## config.mk

```make
export PLATFORM = sky130hd
export DESIGN_NAME = machine_timer
export DESIGN_NICKNAME = d
export VERILOG_FILES = /design/src/hdl/soc_pkg.sv /design/src/hdl/machine_timer.sv
export SDC_FILE = /design/constraint.sdc
export NUM_CORES = 1
export LEC_CHECK = 0
export ABC_AREA = 0
export BUFFER_PORTS_ARGS = -buffer_cell sky130_fd_sc_hd__buf_2
export CAP_MARGIN = 20
export CORE_AREA = 5 5 154 156
export CTS_CLUSTER_SIZE = 28
export DETAILED_ROUTE_END_ITERATION = 12
export DIE_AREA = 0 0 159 161
export MAX_ROUTING_LAYER = met4
export PLACE_DENSITY = 0.66
export SLEW_MARGIN = 5
export SYNTH_ARGS = -nofsm -noshare
export SYNTH_HDL_FRONTEND = slang
export SYNTH_SLANG_ARGS = --single-unit
```

## constraint.sdc

```tcl
create_clock -name clk_pll -period 2.2 [get_ports clk_pll]
set_input_delay 0.11 -clock clk_pll [delete_from_list [all_inputs] [get_ports clk_pll]]
set_output_delay 0.11 -clock clk_pll [all_outputs]
set_load 0.1 [all_outputs]
```

## src/hdl/soc_pkg.sv

```systemverilog
`default_nettype none

package soc_pkg;

  // address map, byte addresses with exclusive top.
  localparam logic [31:0] IRAM_BASE = 32'h0000_0000;
  localparam logic [31:0] IRAM_TOP = 32'h0000_0400;

  localparam logic [31:0] DRAM_BASE = 32'h0001_0000;
  localparam logic [31:0] DRAM_TOP = 32'h0001_0400;

  localparam logic [31:0] TIMER_BASE = 32'h0002_0000;
  localparam logic [31:0] TIMER_TOP = 32'h0002_0010;

  // ram sizes in 32-bit words.
  localparam int IRAM_DEPTH = 256;
  localparam int DRAM_DEPTH = 256;

  // timer register offsets, local to TIMER_BASE.
  localparam logic [31:0] TIMER_MTIME_LO = 32'h0000_0000;
  localparam logic [31:0] TIMER_MTIME_HI = 32'h0000_0004;
  localparam logic [31:0] TIMER_CMP_LO = 32'h0000_0008;
  localparam logic [31:0] TIMER_CMP_HI = 32'h0000_000c;

  // routing target of a request.
  typedef enum logic [1:0] {
    TGT_IRAM = 2'd0,
    TGT_DRAM = 2'd1,
    TGT_TIMER = 2'd2,
    TGT_NONE = 2'd3 // unmapped, answered by the interconnect.
  } bus_target_e;

endpackage

`default_nettype wire

```

## src/hdl/machine_timer.sv

```systemverilog
`default_nettype none

module machine_timer (
  input wire clk_pll,
  input wire rst,
  input wire valid_i,
  input wire [31:0] addr_i,
  input wire [31:0] wdata_i,
  input wire [3:0] wstrb_i,
  output logic [31:0] rdata_o,
  output logic ready_o,
  output logic timer_irq_o
);

  logic [63:0] mtime, mtime_nxt;
  logic [63:0] mtimecmp, cmp_nxt;
  logic wen;

  function automatic logic [31:0] merge(input logic [31:0] old_w, input logic [31:0] new_w,
                                        input logic [3:0] strb);
    logic [31:0] res;
    res = old_w;
    for (int b = 0; b < 4; b++) begin
      if (strb[b]) begin
        res[8*b +: 8] = new_w[8*b +: 8];
      end
    end
    return res;
  endfunction

  assign wen = valid_i & (|wstrb_i);

  always_comb begin
    mtime_nxt = mtime + 64'd1;
    cmp_nxt = mtimecmp;
    if (wen) begin
      case (addr_i)
        soc_pkg::TIMER_MTIME_LO: mtime_nxt[31:0] = merge(mtime[31:0], wdata_i, wstrb_i);
        soc_pkg::TIMER_MTIME_HI: mtime_nxt[63:32] = merge(mtime[63:32], wdata_i, wstrb_i);
        soc_pkg::TIMER_CMP_LO: cmp_nxt[31:0] = merge(mtimecmp[31:0], wdata_i, wstrb_i);
        soc_pkg::TIMER_CMP_HI: cmp_nxt[63:32] = merge(mtimecmp[63:32], wdata_i, wstrb_i);
        default: ;
      endcase
    end
  end

  always_ff @(posedge clk_pll) begin
    if (!rst) begin
      mtime <= 64'd0;
      mtimecmp <= '1; // no interrupt until software sets a compare value.
      ready_o <= 1'b0;
      timer_irq_o <= 1'b0;
    end else begin
      mtime <= mtime_nxt;
      mtimecmp <= cmp_nxt;
      ready_o <= valid_i;
      timer_irq_o <= (mtime >= mtimecmp);
    end
  end

  always_ff @(posedge clk_pll) begin
    if (valid_i) begin
      case (addr_i)
        soc_pkg::TIMER_MTIME_LO: rdata_o <= mtime[31:0];
        soc_pkg::TIMER_MTIME_HI: rdata_o <= mtime[63:32];
        soc_pkg::TIMER_CMP_LO: rdata_o <= mtimecmp[31:0];
        soc_pkg::TIMER_CMP_HI: rdata_o <= mtimecmp[63:32];
        default: rdata_o <= 32'h0;
      endcase
    end
  end

  a_irq_known: assert property (@(posedge clk_pll) disable iff (!rst)
    !$isunknown(timer_irq_o));

endmodule

`default_nettype wire

```

Word level (Yosys, flattened, before mapping)
Cells that the tools add are included.
- register bits: 162
- bits of input ports: 71
- word-level logic and storage cells: 51
- add/sub/neg operators: 1
- magnitude comparators: 1
- equal/unequal tests: 11
- multiplexer cells: 8
- bitwise operators: 1
- reduce and logical (&&, ||, !) cells: 10
- operator list (operator ; number):
    $pmux 32 s4 ; 1
    $add 64x1->64 const B ; 1
    $eq 32x4->1 const B ; 2
    $ge 64x64->1 ; 1
    $mux 32 ; 2
    $mux 64 ; 1
    $eq 32x3->1 const B ; 1
    $logic_not 32->1 ; 1
    $mux 8 ; 4
    $ne 3x3->1 const B ; 8
    $reduce_and 3->1 ; 8
    $reduce_or 4->1 ; 1
    $and 1x1->1 ; 1

Depth between registers and ports, before layout
Gate-level depths: netlist (run 1).
- word-level depth: 3
- mapped depth: 9

Worst setup path after synthesis (run 1)
Ideal clock, no wire load.
- kind: register -> register
- from: reg mtime[0]
- to: reg mtime[62]
- library setup time: 0.074 ns
- arrival time: 2.191 ns
- data required time: 2.126 ns
- slack: -0.065 ns
- stages on the path, launching flop included: 8
- path through: dfxtp_1 > ha_1 > nand3_2 > nor4_1 > nor4b_4 > nand3_1 > or4_1 > a31oi_1
- cells in the longest elaborated chain, start to end: 3
- ends and longest elaborated chain (element ; line ; source):
    start: declaration ; machine_timer.sv:15 ; logic [63:0] mtime, mtime_nxt;
    start signal: assignment ; machine_timer.sv:54 ; mtime <= mtime_nxt;
    $add 64x1->64 (*) ; machine_timer.sv:34 ; mtime_nxt = mtime + 64'd1;
    $mux 32 ; machine_timer.sv:37 ; case (addr_i)
    $mux 64 (*) ; machine_timer.sv:36 ; if (wen) begin
Mark *: on every way between the ends. The rest lies on a longest branch, timed or not.
A chain may end at the register's enable or synchronous reset.

Worst setup path after layout (run 1)
- from: reg mtime[9]
- to: reg mtime[62]
The elaborated chain is that of the path after synthesis.

==> results of run 1 <==
[flip-flops by register name, indices dropped and copies added, names as in the netlist]
| name | flops |
|---|---|
| mtimecmp | 64 |
| timer_irq_o | 1 |
| mtime | 64 |
| ready_o | 1 |
| rdata_o | 32 |
[metrics by stage]
| stage | cell area, um2 | hold slack (ns) | setup WS (ns) | TNS (ns) | util, % |
|---|---|---|---|---|---|
| after floorplan | 9850 | 0.219 | 0.0308 | 0 | - |
| after global placement | 11900 | 0.401 | -0.151 | -0.524 | 53.4 |
| after detailed placement | 11900 | 0.396 | -0.106 | -0.437 | 53.4 |
| after CTS | 12800 | 0.00748 | -0.0205 | -0.0205 | 57.8 |
| after global routing | 13100 | 0.0262 | -0.0350 | -0.0699 | 59.0 |
| final | 13100 | 0.0212 | 0.0812 | 0 | 59.0 |
[critical path: stages, from the launching register on]
cell and delay (ns):
dfxtp_2 0.34, nand4_1 0.09, buf_4 0.17, nor4_4 0.27, nor4b_4 0.22, buf_4 0.19
nand3_2 0.11, or4_1 0.52, a31oi_1 0.13
[synthesized netlist by cell type (4+ instances only)]
library cell,number
a211oi_1,8
a21o_1,5
a21oi_1,63
a221oi_1,7
a22oi_1,66
a311oi_1,5
a31oi_1,26
a41oi_1,5
and2_1,11
and3_1,13
and4_1,16
buf_2,24
clkbuf_1,45
dfxtp_1,130
edfxtp_1,32
ha_1,65
inv_1,76
nand2_1,134
nand3_1,39
nand4_1,30
nor2_1,62
nor3_1,31
nor4_1,20
nor4_4,7
o211ai_1,70
o21ai_0,82
o21ai_1,12
o311ai_0,6
or3_1,5
or4_1,8
or4b_1,4
[cells by family after synthesis]
| family | after synthesis | synth area share (%) |
|---|---|---|
| flip-flops | 162 | 36.2 |
| XOR/XNOR | 1 | 0.0890 |
| buffers and inverters | 152 | 6.20 |
| AND/OR/NAND/NOR | 415 | 23.4 |
| multiplexers | 5 | 0.534 |
| AO/OA/AOI/OAI | 378 | 25.3 |
| adder cells (fa/ha/maj) | 65 | 8.26 |
[cell type report]
class | count | share of cell area, %
tap | 285 | 2.72
timing repair buffer | 315 | 17.7
inverter | 77 | 2.20
clock buffer | 21 | 3.51
multi-input combinational | 864 | 45.3
clock inverter | 11 | 1.15
sequential | 162 | 27.4
[path summary, 6_finish.rpt]
check,start,to,slack (ns),depth (start not counted)
setup / recovery,mtime[9],mtime[62],0.08,8
setup reg to reg,mtime[9],mtime[62],0.08,8
hold reg to reg,mtime[18],mtime[18],0.50,1
hold / removal,wdata_i[17],mtimecmp[49],0.02,3
[routing by layer]
layer | vias up | GRT usage, % | routed length [um] | share of wire, %
li1 | 4990 | - | - | -
met4 | 0 | 11.6 | 1320 | 3.7
met5 | - | - | 0 | 0
met1 | 5010 | 36.4 | 15100 | 42
met3 | 93 | 5.13 | 2750 | 7.7
met2 | 482 | 43.5 | 16500 | 46
[what timing repair did]
action,CTS,global route
gates resized for setup,13,52
pin swaps,2,22
setup endpoints to repair,9,29
buffers inserted,3,4
endpoints found under the hold margin,76,0
hold buffers,30,0
[power groups by stage]
| stage | logic [W] | registers [W] | clock network, W |
|---|---|---|---|
| 3_5_place_dp | 0.000504 | 0.00313 | 0 |
| 4_1_cts | 0.000549 | 0.00306 | 0.00316 |
| 5_1_grt | 0.000589 | 0.00306 | 0.00330 |
| 3_3_place_gp | 0.000502 | 0.00312 | 0 |
| 6_report | 0.000560 | 0.00306 | 0.00313 |
| 2_1_floorplan | 0.000111 | 0.00328 | 0 |
==> impl_metrics.toml, run 1 <==
[pwr]
p_per_area_nw_per_um2 = 515
power_w = 0.00675
switching_share_pct = 24.7
net-switching-power_w = 0.00167
seqPwrFrac_pct = 45.3
p_clk_share_pct = 46.4
irDropWorstVdd_mv = 0.392
power.internal_w = 0.00508
p_leak_nw = 5.62
pwr-share-comb_pct = 8.3

[die]
ios = 105
core_um2 = 22200
die_h_um = 161
die_w_um = 159
std_cell_rows = 55
die_area_um2 = 25600
initial_utilization_pct = 44.3

[sta]
hold_viol_final = 0
max_freq_mhz = 472
slew_violations = 0
clock_skew_ns = 0.00998
slew_headroom_pct = 62.8
setup_viol = 0
tightest_slew_ns = 0.558
finalCritPeriodShare_pct = 96.3
finalCriticalPeriod_ns = 2.12

[final_layout]
nFillCells = 1985
multiInputGateArea_um2 = 5940
seqCellArea_um2 = 3590
layoutNonFillerInstCount = 1735
final_cell_mix = "168 x buf_4, 133 x nand2_1, 112 x dfxtp_1"
final_common_cell = "buf_4"
antenna_cells = 0
final_layout_size_suffix_gt1_share_pct = 27.7
area_delta_synth_final_pct = 33.2
fin_nets = 1573

[worst_setup_path]
startpoint_type = "flip-flop"
cp_max_fo = 4
worstSetupPathType = "flip-flop to flip-flop"
end_kind = "flip-flop"
required_ns = 2.56
worstPathArrival_ns = 2.47

[place]
place.gp.congestion = 1.00
dp.final_hpwl_um = 26400
dp.cells = 1666
port_buffers = 104

[clocking]
insertion_delay_ns = 0.43
cts_tree = "yes"
clock_path_buffers = 2
clockRootBuffer = "clkbuf_16"
ctsHtreeMaxLevel = 4
clock-sinks = 162
numCtsBuffers = 17
clk_pin_slew_worst_paths_ns = 0.07

[synth]
yosysUniqueCellTypes = 76
synth-edff-count = 32
synth_cells = 1178
netlist_top_cells_area = "dfxtp_1 26%, edfxtp_1 9.8%, ha_1 8.3%"
synth_nets = 1314
syn_area_um2 = 9840
yosys_warnings = 0
ys_ff_latch = 162
synth_area_leader_cell = "dfxtp_1"
ys.flop_type = "dfxtp_1"
synth_seq_area_share_pct = 36.2
synth_top_area_share_pct = 26.4
syn_area_per_cell_um2 = 8.36
ys_async_sr_fraction_pct = 0

[grt]
track_usage_pct = 28.1
overflow = 0
grt_max_degree = 45
grt_pass1_vias = 10300
antenna_found_initial = 0
grt_pass1_wl_um = 56400

[drt]
drt_iter0_drc = 964
num_vias = 10575
via_per_inst = 6.10
ant_nets = 0
dr.pass1.iters = 5
drt_wl_total_um = 35700
wl_per_cell_um = 20.6
drc_errors = 0

[flow_run]
cap_violations = 0

[run_status]
status = "completed"

[worst_hold_path]
hold_class = "input port to flip-flop"
(Power assumes the default switching activity.)
==> inputs of run 2 (changes only) <==
Settings changed: PLACE_DENSITY 0.66 to 0.63.
Clock period 2.2 ns to 2.5 ns, I/O delays scaled along.
==> impl_metrics.toml, run 2 (synthesis gave the netlist of run 1 again) <==
[sta]
hold_viol_final = 1
slew_violations = 0
max_freq_mhz = 410
slew_headroom_pct = 64.1
tightest_slew_ns = 0.533
finalCritPeriodShare_pct = 97.5
finalSetupTns_ns = 0
clock_skew_ns = 0.00886
finalCriticalPeriod_ns = 2.44
setup_viol = 0
rsz0062_at_grt = "false"
hold_slack_ns = -0.000500

[drt]
ant_nets = 0
wl_per_cell_um = 20.9
via_per_inst = 6.19
drc_errors = 0
dr.pass1.iters = 5
drt_wl_total_um = 34700
num_vias = 10258
drt_iter0_drc = 1044

[final_layout]
final_area_um2 = 12200
final_cell_mix = "134 x nand2_1, 128 x dfxtp_1, 104 x buf_2"
fin_nets = 1495
top_regs = "mtime: 64 flops, mtimecmp: 64 flops, rdata_o: 32 flops"
area_delta_synth_final_pct = 23.5
antenna_cells = 0
final_common_cell = "nand2_1"
final_core_util_pct = 54.7
final_layout_size_suffix_gt1_share_pct = 20.4

[clocking]
clock-sinks = 162
numCtsBuffers = 17
cts_tree = "yes"
clockRootBuffer = "clkbuf_16"
clock_path_buffers = 2
ctsHtreeMaxLevel = 4
clk_pin_slew_worst_paths_ns = 0.06
insertion_delay_ns = 0.44

[worst_setup_path]
worstSetupPathType = "flip-flop to flip-flop"
startpoint_type = "flip-flop"
rrSetupSlack_ns = 0.06
cp_max_fo = 10
worst-r2r-cell-count = 6
r2r_end = "mtime[62]"
required_ns = 2.86
end_kind = "flip-flop"
critPathCapture = "mtime[62]"
startpoint = "mtime[10]"
r2r-start = "mtime[10]"
worstPathArrival_ns = 2.80

[place]
place_area_um2 = 11300
port_buffers = 104
dp.final_hpwl_um = 25300
place.gp.congestion = 1.02

[die]
die_area_um2 = 25600
ios = 105
die_w_um = 159
std_cell_rows = 55
core_um2 = 22200
die_h_um = 161
initial_utilization_pct = 44.3

[pwr]
p_leak_nw = 5.15
irDropWorstVdd_mv = 0.368
power_w = 0.00585
p_per_area_nw_per_um2 = 481

[grt]
grt_max_degree = 50
grt_pass1_vias = 9974
overflow = 0
track_usage_pct = 27.2
grt_pass1_wl_um = 54800
antenna_found_initial = 0

[run_status]
violations = "hold timing"
status = "finished, violations left"

[worst_hold_path]
hold_class = "input port to flip-flop"
holdCritStartpoint = "wdata_i[16]"

[flow_run]
cap_violations = 0
run 2: cell count changes in the layout (fill, tap and decap cells not counted), sizes merged:
| cell | previous run | this run |
|---|---|---|
| clkinv | 2 | 4 |
| bufinv | 3 | 2 |
| clkbuf | 21 | 24 |
| inv | 81 | 77 |
| dlygate4sd3 | 30 | 23 |
| buf | 285 | 214 |
run 2: worst max-delay path, cell delays in order, from the launching register on:
cell	delay (ns)
dfxtp_1	0.49
and4_1	0.33
nand4_1	0.22
nor4b_4	0.41
nand3_1	0.20
or4_1	0.54
a31oi_1	0.16
run 2: how the worst min path moves through the flow:
stage	end	slack [ns]	cells past startpoint
2_1_floorplan	mtime[16]	0.23	2
3_3_place_gp	mtime[15]	0.40	3
3_5_place_dp	mtime[21]	0.41	3
4_1_cts	mtime[0]	0.0001	3
5_1_grt	mtimecmp[25]	0.009	3
6_report	mtime[16]	-0.0005	3
run 2: routing by layer:
| metal | routed length (um) | track usage [%] | part of all wire [%] | vias up |
|---|---|---|---|---|
| li1 | - | - | - | 4837 |
| met1 | 15100 | 36.0 | 44 | 4876 |
| met2 | 15900 | 42.7 | 46 | 462 |
| met3 | 2440 | 3.85 | 7.0 | 83 |
| met4 | 1220 | 10.1 | 3.5 | 0 |
| met5 | 0 | - | 0 | - |
run 2: stage by stage:
step	hold WS (ns)	setup WS (ns)	std cells
after floorplan	0.234	0.235	1178
after global placement	0.404	0.121	1599
after detailed placement	0.410	0.0887	1599
after CTS	0.0000957	0.0690	1654
after global routing	0.00887	0.000277	1657
final	-0.000500	0.0627	1657
run 2: what timing repair did:
action	in CTS	in global routing
setup buffers	0	3
endpoints found under the setup margin	0	6
resized for setup	0	4
hold endpoints to repair	55	0
hold buffers	23	0
run 2: area by class of cell:
class	count	area [um2]
inverter	77	289
clock buffer	24	492
sequential	162	3570
clock inverter	8	101
fill	2092	10100
tap	285	357
multi-input combinational	864	5690
timing repair buffer	237	1660
run 2: report_power, final:
| group | leakage (nW) | total [W] | internal [W] | switching [W] |
|---|---|---|---|---|
| registers | 1.39 | 0.00269 | 0.00268 | 0.0000123 |
| logic | 3.48 | 0.000450 | 0.000127 | 0.000323 |
| clock network | 0.284 | 0.00270 | 0.00158 | 0.00113 |
