File: config.mk
export PLATFORM = sky130hd
export DESIGN_NAME = bus_interconnect
export DESIGN_NICKNAME = d
export VERILOG_FILES = /design/src/hdl/soc_pkg.sv /design/src/hdl/bus_interconnect.sv
export SDC_FILE = /design/constraint.sdc
export NUM_CORES = 1
export LEC_CHECK = 0
export ABC_AREA = 1
export BUFFER_PORTS_ARGS = -buffer_cell sky130_fd_sc_hd__buf_2
export CAP_MARGIN = 30
export CORE_AREA = 2 2 202 204
export CTS_BUF_LIST = sky130_fd_sc_hd__clkbuf_4 sky130_fd_sc_hd__clkbuf_8
export DETAILED_ROUTE_END_ITERATION = 6
export DIE_AREA = 0 0 204 206
export PLACE_DENSITY = 0.39
export REMOVE_ABC_BUFFERS = 1
export SYNTH_ARGS = -nofsm -noshare
export SYNTH_HDL_FRONTEND = slang
export SYNTH_SLANG_ARGS = --single-unit
File: constraint.sdc
create_clock -name clk_pll -period 8.01 [get_ports clk_pll]
set_input_delay 1.2015 -clock clk_pll [delete_from_list [all_inputs] [get_ports clk_pll]]
set_output_delay 1.2015 -clock clk_pll [all_outputs]
set_load 0.01 [all_outputs]
File: src/hdl/soc_pkg.sv
`default_nettype none

package soc_pkg;

  // address map, byte addresses with exclusive top.
  localparam logic [31:0] IRAM_BASE = 32'h0000_0000;
  localparam logic [31:0] IRAM_TOP = 32'h0000_0400;

  localparam logic [31:0] DRAM_BASE = 32'h0001_0000;
  localparam logic [31:0] DRAM_TOP = 32'h0001_0400;

  localparam logic [31:0] TIMER_BASE = 32'h0002_0000;
  localparam logic [31:0] TIMER_TOP = 32'h0002_0010;

  // ram sizes in 32-bit words.
  localparam int IRAM_DEPTH = 256;
  localparam int DRAM_DEPTH = 256;

  // timer register offsets, local to TIMER_BASE.
  localparam logic [31:0] TIMER_MTIME_LO = 32'h0000_0000;
  localparam logic [31:0] TIMER_MTIME_HI = 32'h0000_0004;
  localparam logic [31:0] TIMER_CMP_LO = 32'h0000_0008;
  localparam logic [31:0] TIMER_CMP_HI = 32'h0000_000c;

  // routing target of a request.
  typedef enum logic [1:0] {
    TGT_IRAM = 2'd0,
    TGT_DRAM = 2'd1,
    TGT_TIMER = 2'd2,
    TGT_NONE = 2'd3 // unmapped, answered by the interconnect.
  } bus_target_e;

endpackage

`default_nettype wire

File: src/hdl/bus_interconnect.sv
`default_nettype none

module bus_interconnect (
  input wire clk_pll,
  input wire rst,
  input wire imem_valid_i,
  input wire [31:0] imem_addr_i,
  input wire [31:0] imem_wdata_i,
  input wire [3:0] imem_wstrb_i,
  output logic [31:0] imem_rdata_o,
  output logic imem_ready_o,
  input wire dmem_valid_i,
  input wire [31:0] dmem_addr_i,
  input wire [31:0] dmem_wdata_i,
  input wire [3:0] dmem_wstrb_i,
  output logic [31:0] dmem_rdata_o,
  output logic dmem_ready_o,
  output logic iram_valid_o,
  output logic [31:0] iram_addr_o,
  output logic [31:0] iram_wdata_o,
  output logic [3:0] iram_wstrb_o,
  input wire [31:0] iram_rdata_i,
  input wire iram_ready_i,
  output logic dram_valid_o,
  output logic [31:0] dram_addr_o,
  output logic [31:0] dram_wdata_o,
  output logic [3:0] dram_wstrb_o,
  input wire [31:0] dram_rdata_i,
  input wire dram_ready_i,
  output logic timer_valid_o,
  output logic [31:0] timer_addr_o,
  output logic [31:0] timer_wdata_o,
  output logic [3:0] timer_wstrb_o,
  input wire [31:0] timer_rdata_i,
  input wire timer_ready_i
);

  soc_pkg::bus_target_e i_tgt, d_tgt;
  soc_pkg::bus_target_e i_rel, d_rel; // release target, TGT_NONE when idle.
  logic i_pend, d_pend;
  logic i_req, d_req;
  logic i_acc, d_acc;
  logic [2:0] busy;
  logic d_iram, d_dram, d_timer;
  logic i_iram, i_dram, i_timer;

  function automatic soc_pkg::bus_target_e decode(input logic [31:0] addr);
    if (addr >= soc_pkg::TIMER_BASE && addr < soc_pkg::TIMER_TOP) begin
      return soc_pkg::TGT_TIMER;
    end else if (addr >= soc_pkg::DRAM_BASE && addr < soc_pkg::DRAM_TOP) begin
      return soc_pkg::TGT_DRAM;
    end else if (addr >= soc_pkg::IRAM_BASE && addr < soc_pkg::IRAM_TOP) begin
      return soc_pkg::TGT_IRAM;
    end
    return soc_pkg::TGT_NONE;
  endfunction

  function automatic logic is_free(input soc_pkg::bus_target_e tgt, input logic [2:0] bsy);
    if (tgt == soc_pkg::TGT_NONE) begin
      return 1'b1;
    end
    return ~bsy[tgt];
  endfunction

  assign i_tgt = decode(imem_addr_i);
  assign d_tgt = decode(dmem_addr_i);

  // a target answering this cycle cannot take a new pulse.
  assign busy[0] = (i_rel == soc_pkg::TGT_IRAM) | (d_rel == soc_pkg::TGT_IRAM);
  assign busy[1] = (i_rel == soc_pkg::TGT_DRAM) | (d_rel == soc_pkg::TGT_DRAM);
  assign busy[2] = (i_rel == soc_pkg::TGT_TIMER) | (d_rel == soc_pkg::TGT_TIMER);

  assign d_req = dmem_valid_i & ~d_pend;
  assign i_req = imem_valid_i & ~i_pend;
  assign d_acc = d_req & is_free(d_tgt, busy);
  // data port wins on a shared real target.
  assign i_acc = i_req & is_free(i_tgt, busy) &
                 ~(d_req & (d_tgt == i_tgt) & (i_tgt != soc_pkg::TGT_NONE));

  assign d_iram = d_acc & (d_tgt == soc_pkg::TGT_IRAM);
  assign d_dram = d_acc & (d_tgt == soc_pkg::TGT_DRAM);
  assign d_timer = d_acc & (d_tgt == soc_pkg::TGT_TIMER);
  assign i_iram = i_acc & (i_tgt == soc_pkg::TGT_IRAM);
  assign i_dram = i_acc & (i_tgt == soc_pkg::TGT_DRAM);
  assign i_timer = i_acc & (i_tgt == soc_pkg::TGT_TIMER);

  assign iram_valid_o = d_iram | i_iram;
  assign iram_addr_o = d_iram ? dmem_addr_i - soc_pkg::IRAM_BASE : imem_addr_i - soc_pkg::IRAM_BASE;
  assign iram_wdata_o = d_iram ? dmem_wdata_i : imem_wdata_i;
  assign iram_wstrb_o = d_iram ? dmem_wstrb_i : imem_wstrb_i;

  assign dram_valid_o = d_dram | i_dram;
  assign dram_addr_o = d_dram ? dmem_addr_i - soc_pkg::DRAM_BASE : imem_addr_i - soc_pkg::DRAM_BASE;
  assign dram_wdata_o = d_dram ? dmem_wdata_i : imem_wdata_i;
  assign dram_wstrb_o = d_dram ? dmem_wstrb_i : imem_wstrb_i;

  assign timer_valid_o = d_timer | i_timer;
  assign timer_addr_o = d_timer ? dmem_addr_i - soc_pkg::TIMER_BASE :
                                  imem_addr_i - soc_pkg::TIMER_BASE;
  assign timer_wdata_o = d_timer ? dmem_wdata_i : imem_wdata_i;
  assign timer_wstrb_o = d_timer ? dmem_wstrb_i : imem_wstrb_i;

  always_comb begin
    case (i_rel)
      soc_pkg::TGT_IRAM: {imem_ready_o, imem_rdata_o} = {iram_ready_i, iram_rdata_i};
      soc_pkg::TGT_DRAM: {imem_ready_o, imem_rdata_o} = {dram_ready_i, dram_rdata_i};
      soc_pkg::TGT_TIMER: {imem_ready_o, imem_rdata_o} = {timer_ready_i, timer_rdata_i};
      default: {imem_ready_o, imem_rdata_o} = {i_pend, 32'h0}; // dummy reply.
    endcase
    case (d_rel)
      soc_pkg::TGT_IRAM: {dmem_ready_o, dmem_rdata_o} = {iram_ready_i, iram_rdata_i};
      soc_pkg::TGT_DRAM: {dmem_ready_o, dmem_rdata_o} = {dram_ready_i, dram_rdata_i};
      soc_pkg::TGT_TIMER: {dmem_ready_o, dmem_rdata_o} = {timer_ready_i, timer_rdata_i};
      default: {dmem_ready_o, dmem_rdata_o} = {d_pend, 32'h0};
    endcase
  end

  always_ff @(posedge clk_pll) begin
    if (!rst) begin
      i_pend <= 1'b0;
      d_pend <= 1'b0;
      i_rel <= soc_pkg::TGT_NONE;
      d_rel <= soc_pkg::TGT_NONE;
    end else begin
      if (i_acc) begin
        i_pend <= 1'b1;
        i_rel <= i_tgt;
      end else if (imem_ready_o) begin
        i_pend <= 1'b0;
        i_rel <= soc_pkg::TGT_NONE;
      end
      if (d_acc) begin
        d_pend <= 1'b1;
        d_rel <= d_tgt;
      end else if (dmem_ready_o) begin
        d_pend <= 1'b0;
        d_rel <= soc_pkg::TGT_NONE;
      end
    end
  end

  a_one_master_per_target: assert property (@(posedge clk_pll) disable iff (!rst)
    !((d_iram & i_iram) | (d_dram & i_dram) | (d_timer & i_timer)));

  a_imem_ready_pending: assert property (@(posedge clk_pll) disable iff (!rst)
    imem_ready_o |-> i_pend);

  a_dmem_ready_pending: assert property (@(posedge clk_pll) disable iff (!rst)
    dmem_ready_o |-> d_pend);

endmodule

`default_nettype wire

# After elaboration in Yosys (flattened, before gate mapping)
# Cells that the tools add are included.
# word_totals
romBits,0
ramBits,0
memories,0
input_bits,239
ff_bits,6
latch_bits,0
# op_classes
order_cmp,14
n_div,0
n_mul,0
muxes,45
bitwise_logic,24
add_sub_neg,4
n_eq_ne,12
shift,0
reduce_logical,12
# op_table
op,n
$mux 32,6
$pmux 32 s3,2
$ge 32x1->1 const B,2
$ge 32x17->1 const B,2
$ge 32x18->1 const B,2
$lt 32x11->1 const B,2
$lt 32x17->1 const B,2
$lt 32x18->1 const B,2
$sub 32x17->32 const B,2
$sub 32x18->32 const B,2
$mux 2,12
$mux 1,18
$and 1x1->1,13
$eq 2x2->1 const B,6
$mux 4,3
$eq 2x1->1 const B,4
$logic_not 2->1,4
$logic_and 1x1->1,6
$lt 2x3->1 const B,2
$or 1x1->1,6
$pmux 1 s3,2
$not 1->1,5
$bmux 1 s2,2
$reduce_bool 2->1,2
2 further kinds,2

# Longest topological paths before layout
# depth
ltp_word,14
mapped_depth,18
depth_no_buf,18

# Worst setup path after synthesis
# OpenSTA, ideal clock, no wires.
# synth_path
path_kind,input -> output
startpoint,input port dmem_addr_i[17]
endpoint,output port dram_addr_o[27]
n_path_buf,1
stages,15
arrival_ns,3.175
slack_ns,3.633
required_time_ns,6.808
cell_sequence,inv_1 > ha_1 > nand2_1 > nor2_1 > nand2_1 > nor2_1 > inv_1 > a21oi_2 > o211ai_2 > nand2_4 > inv_2 > nand2_2 > inv_2 > buf_4 > o21ai_0
# synth_via
elab_chain_cells,13
word_cells_on_any_way,26
# synth_rtl
item,line,text
"start, declared",bus_interconnect.sv:13,"input wire [31:0] dmem_addr_i,"
$ge 32x1->1 or $lt 32x11->1 (tied branches),bus_interconnect.sv:52,end else if (addr >= soc_pkg::IRAM_BASE && addr < soc_pkg::IRAM_TOP) begin
$logic_and 1x1->1,bus_interconnect.sv:52,
$mux 1,bus_interconnect.sv:52,
$mux 1,bus_interconnect.sv:50,end else if (addr >= soc_pkg::DRAM_BASE && addr < soc_pkg::DRAM_TOP) begin
$mux 1,bus_interconnect.sv:48,if (addr >= soc_pkg::TIMER_BASE && addr < soc_pkg::TIMER_TOP) begin
$mux 2,bus_interconnect.sv:55,return soc_pkg::TGT_NONE;
$bmux 1 s2,bus_interconnect.sv:62,return ~bsy[tgt];
$mux 1 (implied by the code),bus_interconnect.sv:62,
$not 1->1,bus_interconnect.sv:62,
$mux 1,bus_interconnect.sv:62,
$and 1x1->1,bus_interconnect.sv:75,"assign d_acc = d_req & is_free(d_tgt, busy);"
$and 1x1->1,bus_interconnect.sv:81,assign d_dram = d_acc & (d_tgt == soc_pkg::TGT_DRAM);
$mux 32 (*),bus_interconnect.sv:93,assign dram_addr_o = d_dram ? dmem_addr_i - soc_pkg::DRAM_BASE : imem_addr_i - soc_pkg::DRAM_BASE;
"end, declared",bus_interconnect.sv:25,"output logic [31:0] dram_addr_o,"
# Mark *: on every way between the ends. The rest lies on a longest branch, timed or not. The select of a mux whose other input is x is not followed.

# Final worst setup path
# layout_path
startpoint,input port dmem_addr_i[2]
endpoint,output port dram_addr_o[27]
# Same word-level chain as after synthesis.

==> qor.csv <==
stage,metric,value,unit
synthesis,largest family of logic cells by synthesized area,simple AND/OR/NAND/NOR gates,
finish,Final #Nets,1847,
pwr,VDD IR max,0.0266,mV
die,Core Area,40200,um2
die,Top Ports,512,
synthesis,Post-Syn Area,5250,um2
finish,share of cells above drive strength 1,34.6,%
sta,final hold vios,0,
clock_network,Clock Pin Slew Worst Setup and Hold Paths,0.03,ns
pwr,switching power,0.000189,W
worst_setup_path,crit path DAT,4.55,ns
finish,area delta synth->final,59.2,%
clock_network,"Clk Latency, worst-skew pair",0.22,ns
worst_setup_path,Crit path largest cell delay,0.64,ns
synthesis,Yosys warning total,0,
worst_hold_path,min-delay worst type,reg2reg,
clock_network,Clock Tree Root,clkbuf_8,
worst_setup_path,Critical Path Start,dmem_addr_i[2],
synthesis,post-synth cell types,35,
detailed_routing,Routed WL,37.2,mm
worst_setup_path,crit-path cells,"buf_2, nor2_1, nand3_1, nor2_1, nand3_1, nand2_1, nand2_1, nor2_4, nor2_2, o211ai_2, nand2_4, inv_2, nand2_2, inv_2, nand2_1, o21ai_0, buf_2",
finish,most frequent cells in the layout,"nand2_1 (574), buf_2 (511), inv_1 (146)",
sta,Max transition margin,34.8,%
clock_network,Clock Sinks,6,
synthesis,"FF+latch count, synth",6,
clock_network,post-CTS setup buffers,0,
die,Die Ht,206,um
worst_setup_path,RR Startpoint,d_rel[1]$_SDFFE_PN1P_,
synthesis,number of flops mapped to enable cells by yosys,0,
clock_network,H-tree depth,1,
sta,setup clock skew after layout,0.000680,ns
detailed_routing,vias,8866,
worst_setup_path,Worst setup EP type,primary output,
pwr,Leak,5.10,nW
detailed_routing,drt drc,0,
pwr,Int Pwr,0.000178,W
grt,total grt overflow,0,
die,Chip Width,204,um
synthesis,"Seq/Total Area, Yosys",2.29,%
synthesis,mux contribution to synthesized area,0,%
sta,RSZ-0062 raised after global routing,false,
place,port bufs,511,
grt,antenna violations before repair,6,
sta,max frequency,174,MHz
pwr,Overall Power,0.000367,W
place,DP HPWL,30.5,mm
worst_setup_path,crit-path max FO,45,
pwr,part of the power in registers,8.5,%
sta,worst-margin pin slew,0.970,ns
sta,Sum Neg Setup Slack,0,ns
die,Std-Cell Rows,74,
synthesis,xor/xnor cell area share of the yosys netlist,5.17,%
synthesis,Post-Synth Adder-Cell Area,3.34,%
worst_setup_path,kind of critical path,in2out,
place,pre-CTS setup slack,2.21,ns
worst_hold_path,worst hold start,i_pend$_SDFFE_PN0P_,
synthesis,mean post-synth cell area,4.68,um2
grt,All-Layer GR Usage,16.4,%
place,placed cell area,8310,um2
detailed_routing,drt pass-1 iters,5,
status,run status,"finished, final reports clean",
clock_network,PostCTS Resize Cnt,0,
worst_setup_path,Required @ worst endpoint,6.81,ns
sta,Final Cycle Share,71.8,%
synthesis,cell count after synthesis,1121,
detailed_routing,number of routed nets with antenna violations,0,
sta,final slew viol count,0,
die,Initial Util,13.1,%
job,max cap viols,0,
finish,"commonest non-fill, non-tap cell in the layout",nand2_1,
clock_network,CTS tree,yes,
worst_setup_path,critical path's most frequent cell,nand2_1,
pwr,Cell Pwr Density,43.9,nW/um2
sta,# setup viols final,0,
synthesis,"Top FF cell, synth",dfxtp_1,
finish,Finished Cell Area,8360,um2
pwr,combinational cell fraction of total power,79.5,%
detailed_routing,Iteration-0 DRC Markers,625,
detailed_routing,vias per std cell,4.16,
place,Final Wtd Congestion,0.948,
synthesis,Simple-Gate Fraction of Synth Area,52.3,%
die,die area,42000,um2
sta,fin worst setup slack,2.26,ns
grt,largest net degree at the start of global routing,66,
worst_setup_path,slowest cell on the critical path,inv_2,
detailed_routing,drt wl/cell,17.5,um
sta,Final Critical Period,5.75,ns
synthesis,ys async rst share,0,%
pwr,Sw Ratio,51.5,%
grt,first-pass GRT wire length,52.7,mm
worst_setup_path,crit start category,input pin,
pwr,Clk pwr share,12.0,%
sta,final hold slack,0.553,ns
grt,number of global-route vias before repair,8171,
synthesis,post-synthesis compound-gate area fraction,20.3,%
clock_network,Clock Path Buffers,2,
clock_network,cts bufs inserted,3,
clock_network,CTS Hold Bufs,0,
-- per-layer routing --
| metal | share of wire, % | vias up | GRT usage (%) |
|---|---|---|---|
| met1 | 45 | 4063 | 22.2 |
| met3 | 5.7 | 18 | 1.94 |
| met5 | 0 | - | 0 |
| met4 | 0.99 | 0 | 2.12 |
| met2 | 49 | 328 | 28.4 |
| li1 | - | 4457 | - |
-- critical path: cells and delay by family --
family                 cells  cell delay, ns
AOI/OAI and AO/OA          2            0.39
buffers and inverters      4            1.10
and+or+nand+nor           11            1.78
-- state kept, by name, indices dropped and copies added (netlist names) --
signal	cells
d_rel	2
d_pend	1
i_rel	2
i_pend	1
-- path summary, 6_finish.rpt --
path                            depth (start not counted)  slack [ns]               endpoint
worst max-delay path                                   17        2.26        dram_addr_o[27]
worst max register to register                         13        6.10  d_rel[1]$_SDFFE_PN1P_
worst min register to register                          3        0.55    i_pend$_SDFFE_PN0P_
worst min-delay path                                    3        0.55    i_pend$_SDFFE_PN0P_
-- final cells by class --
| class | count | area, um2 |
|---|---|---|
| diodes | 5 | 12.5 |
| multi-input cells | 906 | 4270 |
| repair buffers | 525 | 2680 |
| flip-flops and latches | 6 | 120 |
| clock buffers | 3 | 41.3 |
| well taps | 532 | 666 |
| inverters | 152 | 571 |
| fillers | 4812 | 31800 |
-- cell families after synthesis --
logic type,count (synthesis)
XOR/XNOR,31
flip-flops,6
AO/OA/AOI/OAI,159
AND/OR/NAND/NOR,702
adder cells (fa/ha/maj),14
buffers and inverters,209
-- stage by stage --
stage          utilization [%]  instances
3_5_place_dp              20.7       2121
4_1_cts                   20.8       2124
2_1_floorplan                -       1064
5_1_grt                   20.8       2129
6_report                  20.8       2129
3_3_place_gp              20.6       2120
-- power groups by stage --
stage          clock [W]  combinational [W]  sequential (W)
5_1_grt        0.0000476           0.000323       0.0000314
2_1_floorplan          0           0.000115       0.0000315
6_report       0.0000439           0.000292       0.0000313
3_3_place_gp           0           0.000293       0.0000318
4_1_cts        0.0000451           0.000295       0.0000313
3_5_place_dp           0           0.000293       0.0000317
-- cells in the mapped netlist, types with 7 or more instances --
cell type,count,area [um2]
nand2_1,575,2160
inv_1,146,548
nor2_1,75,282
o221ai_1,65,569
o21ai_0,51,255
nand3_1,27,135
buf_2,25,125
o21ai_1,21,105
xor2_1,20,175
clkbuf_1,16,60.1
a21oi_1,15,75.1
ha_1,14,175
xnor2_1,11,96.3
buf_4,7,52.6
Power figures use the tool's default switching activity.
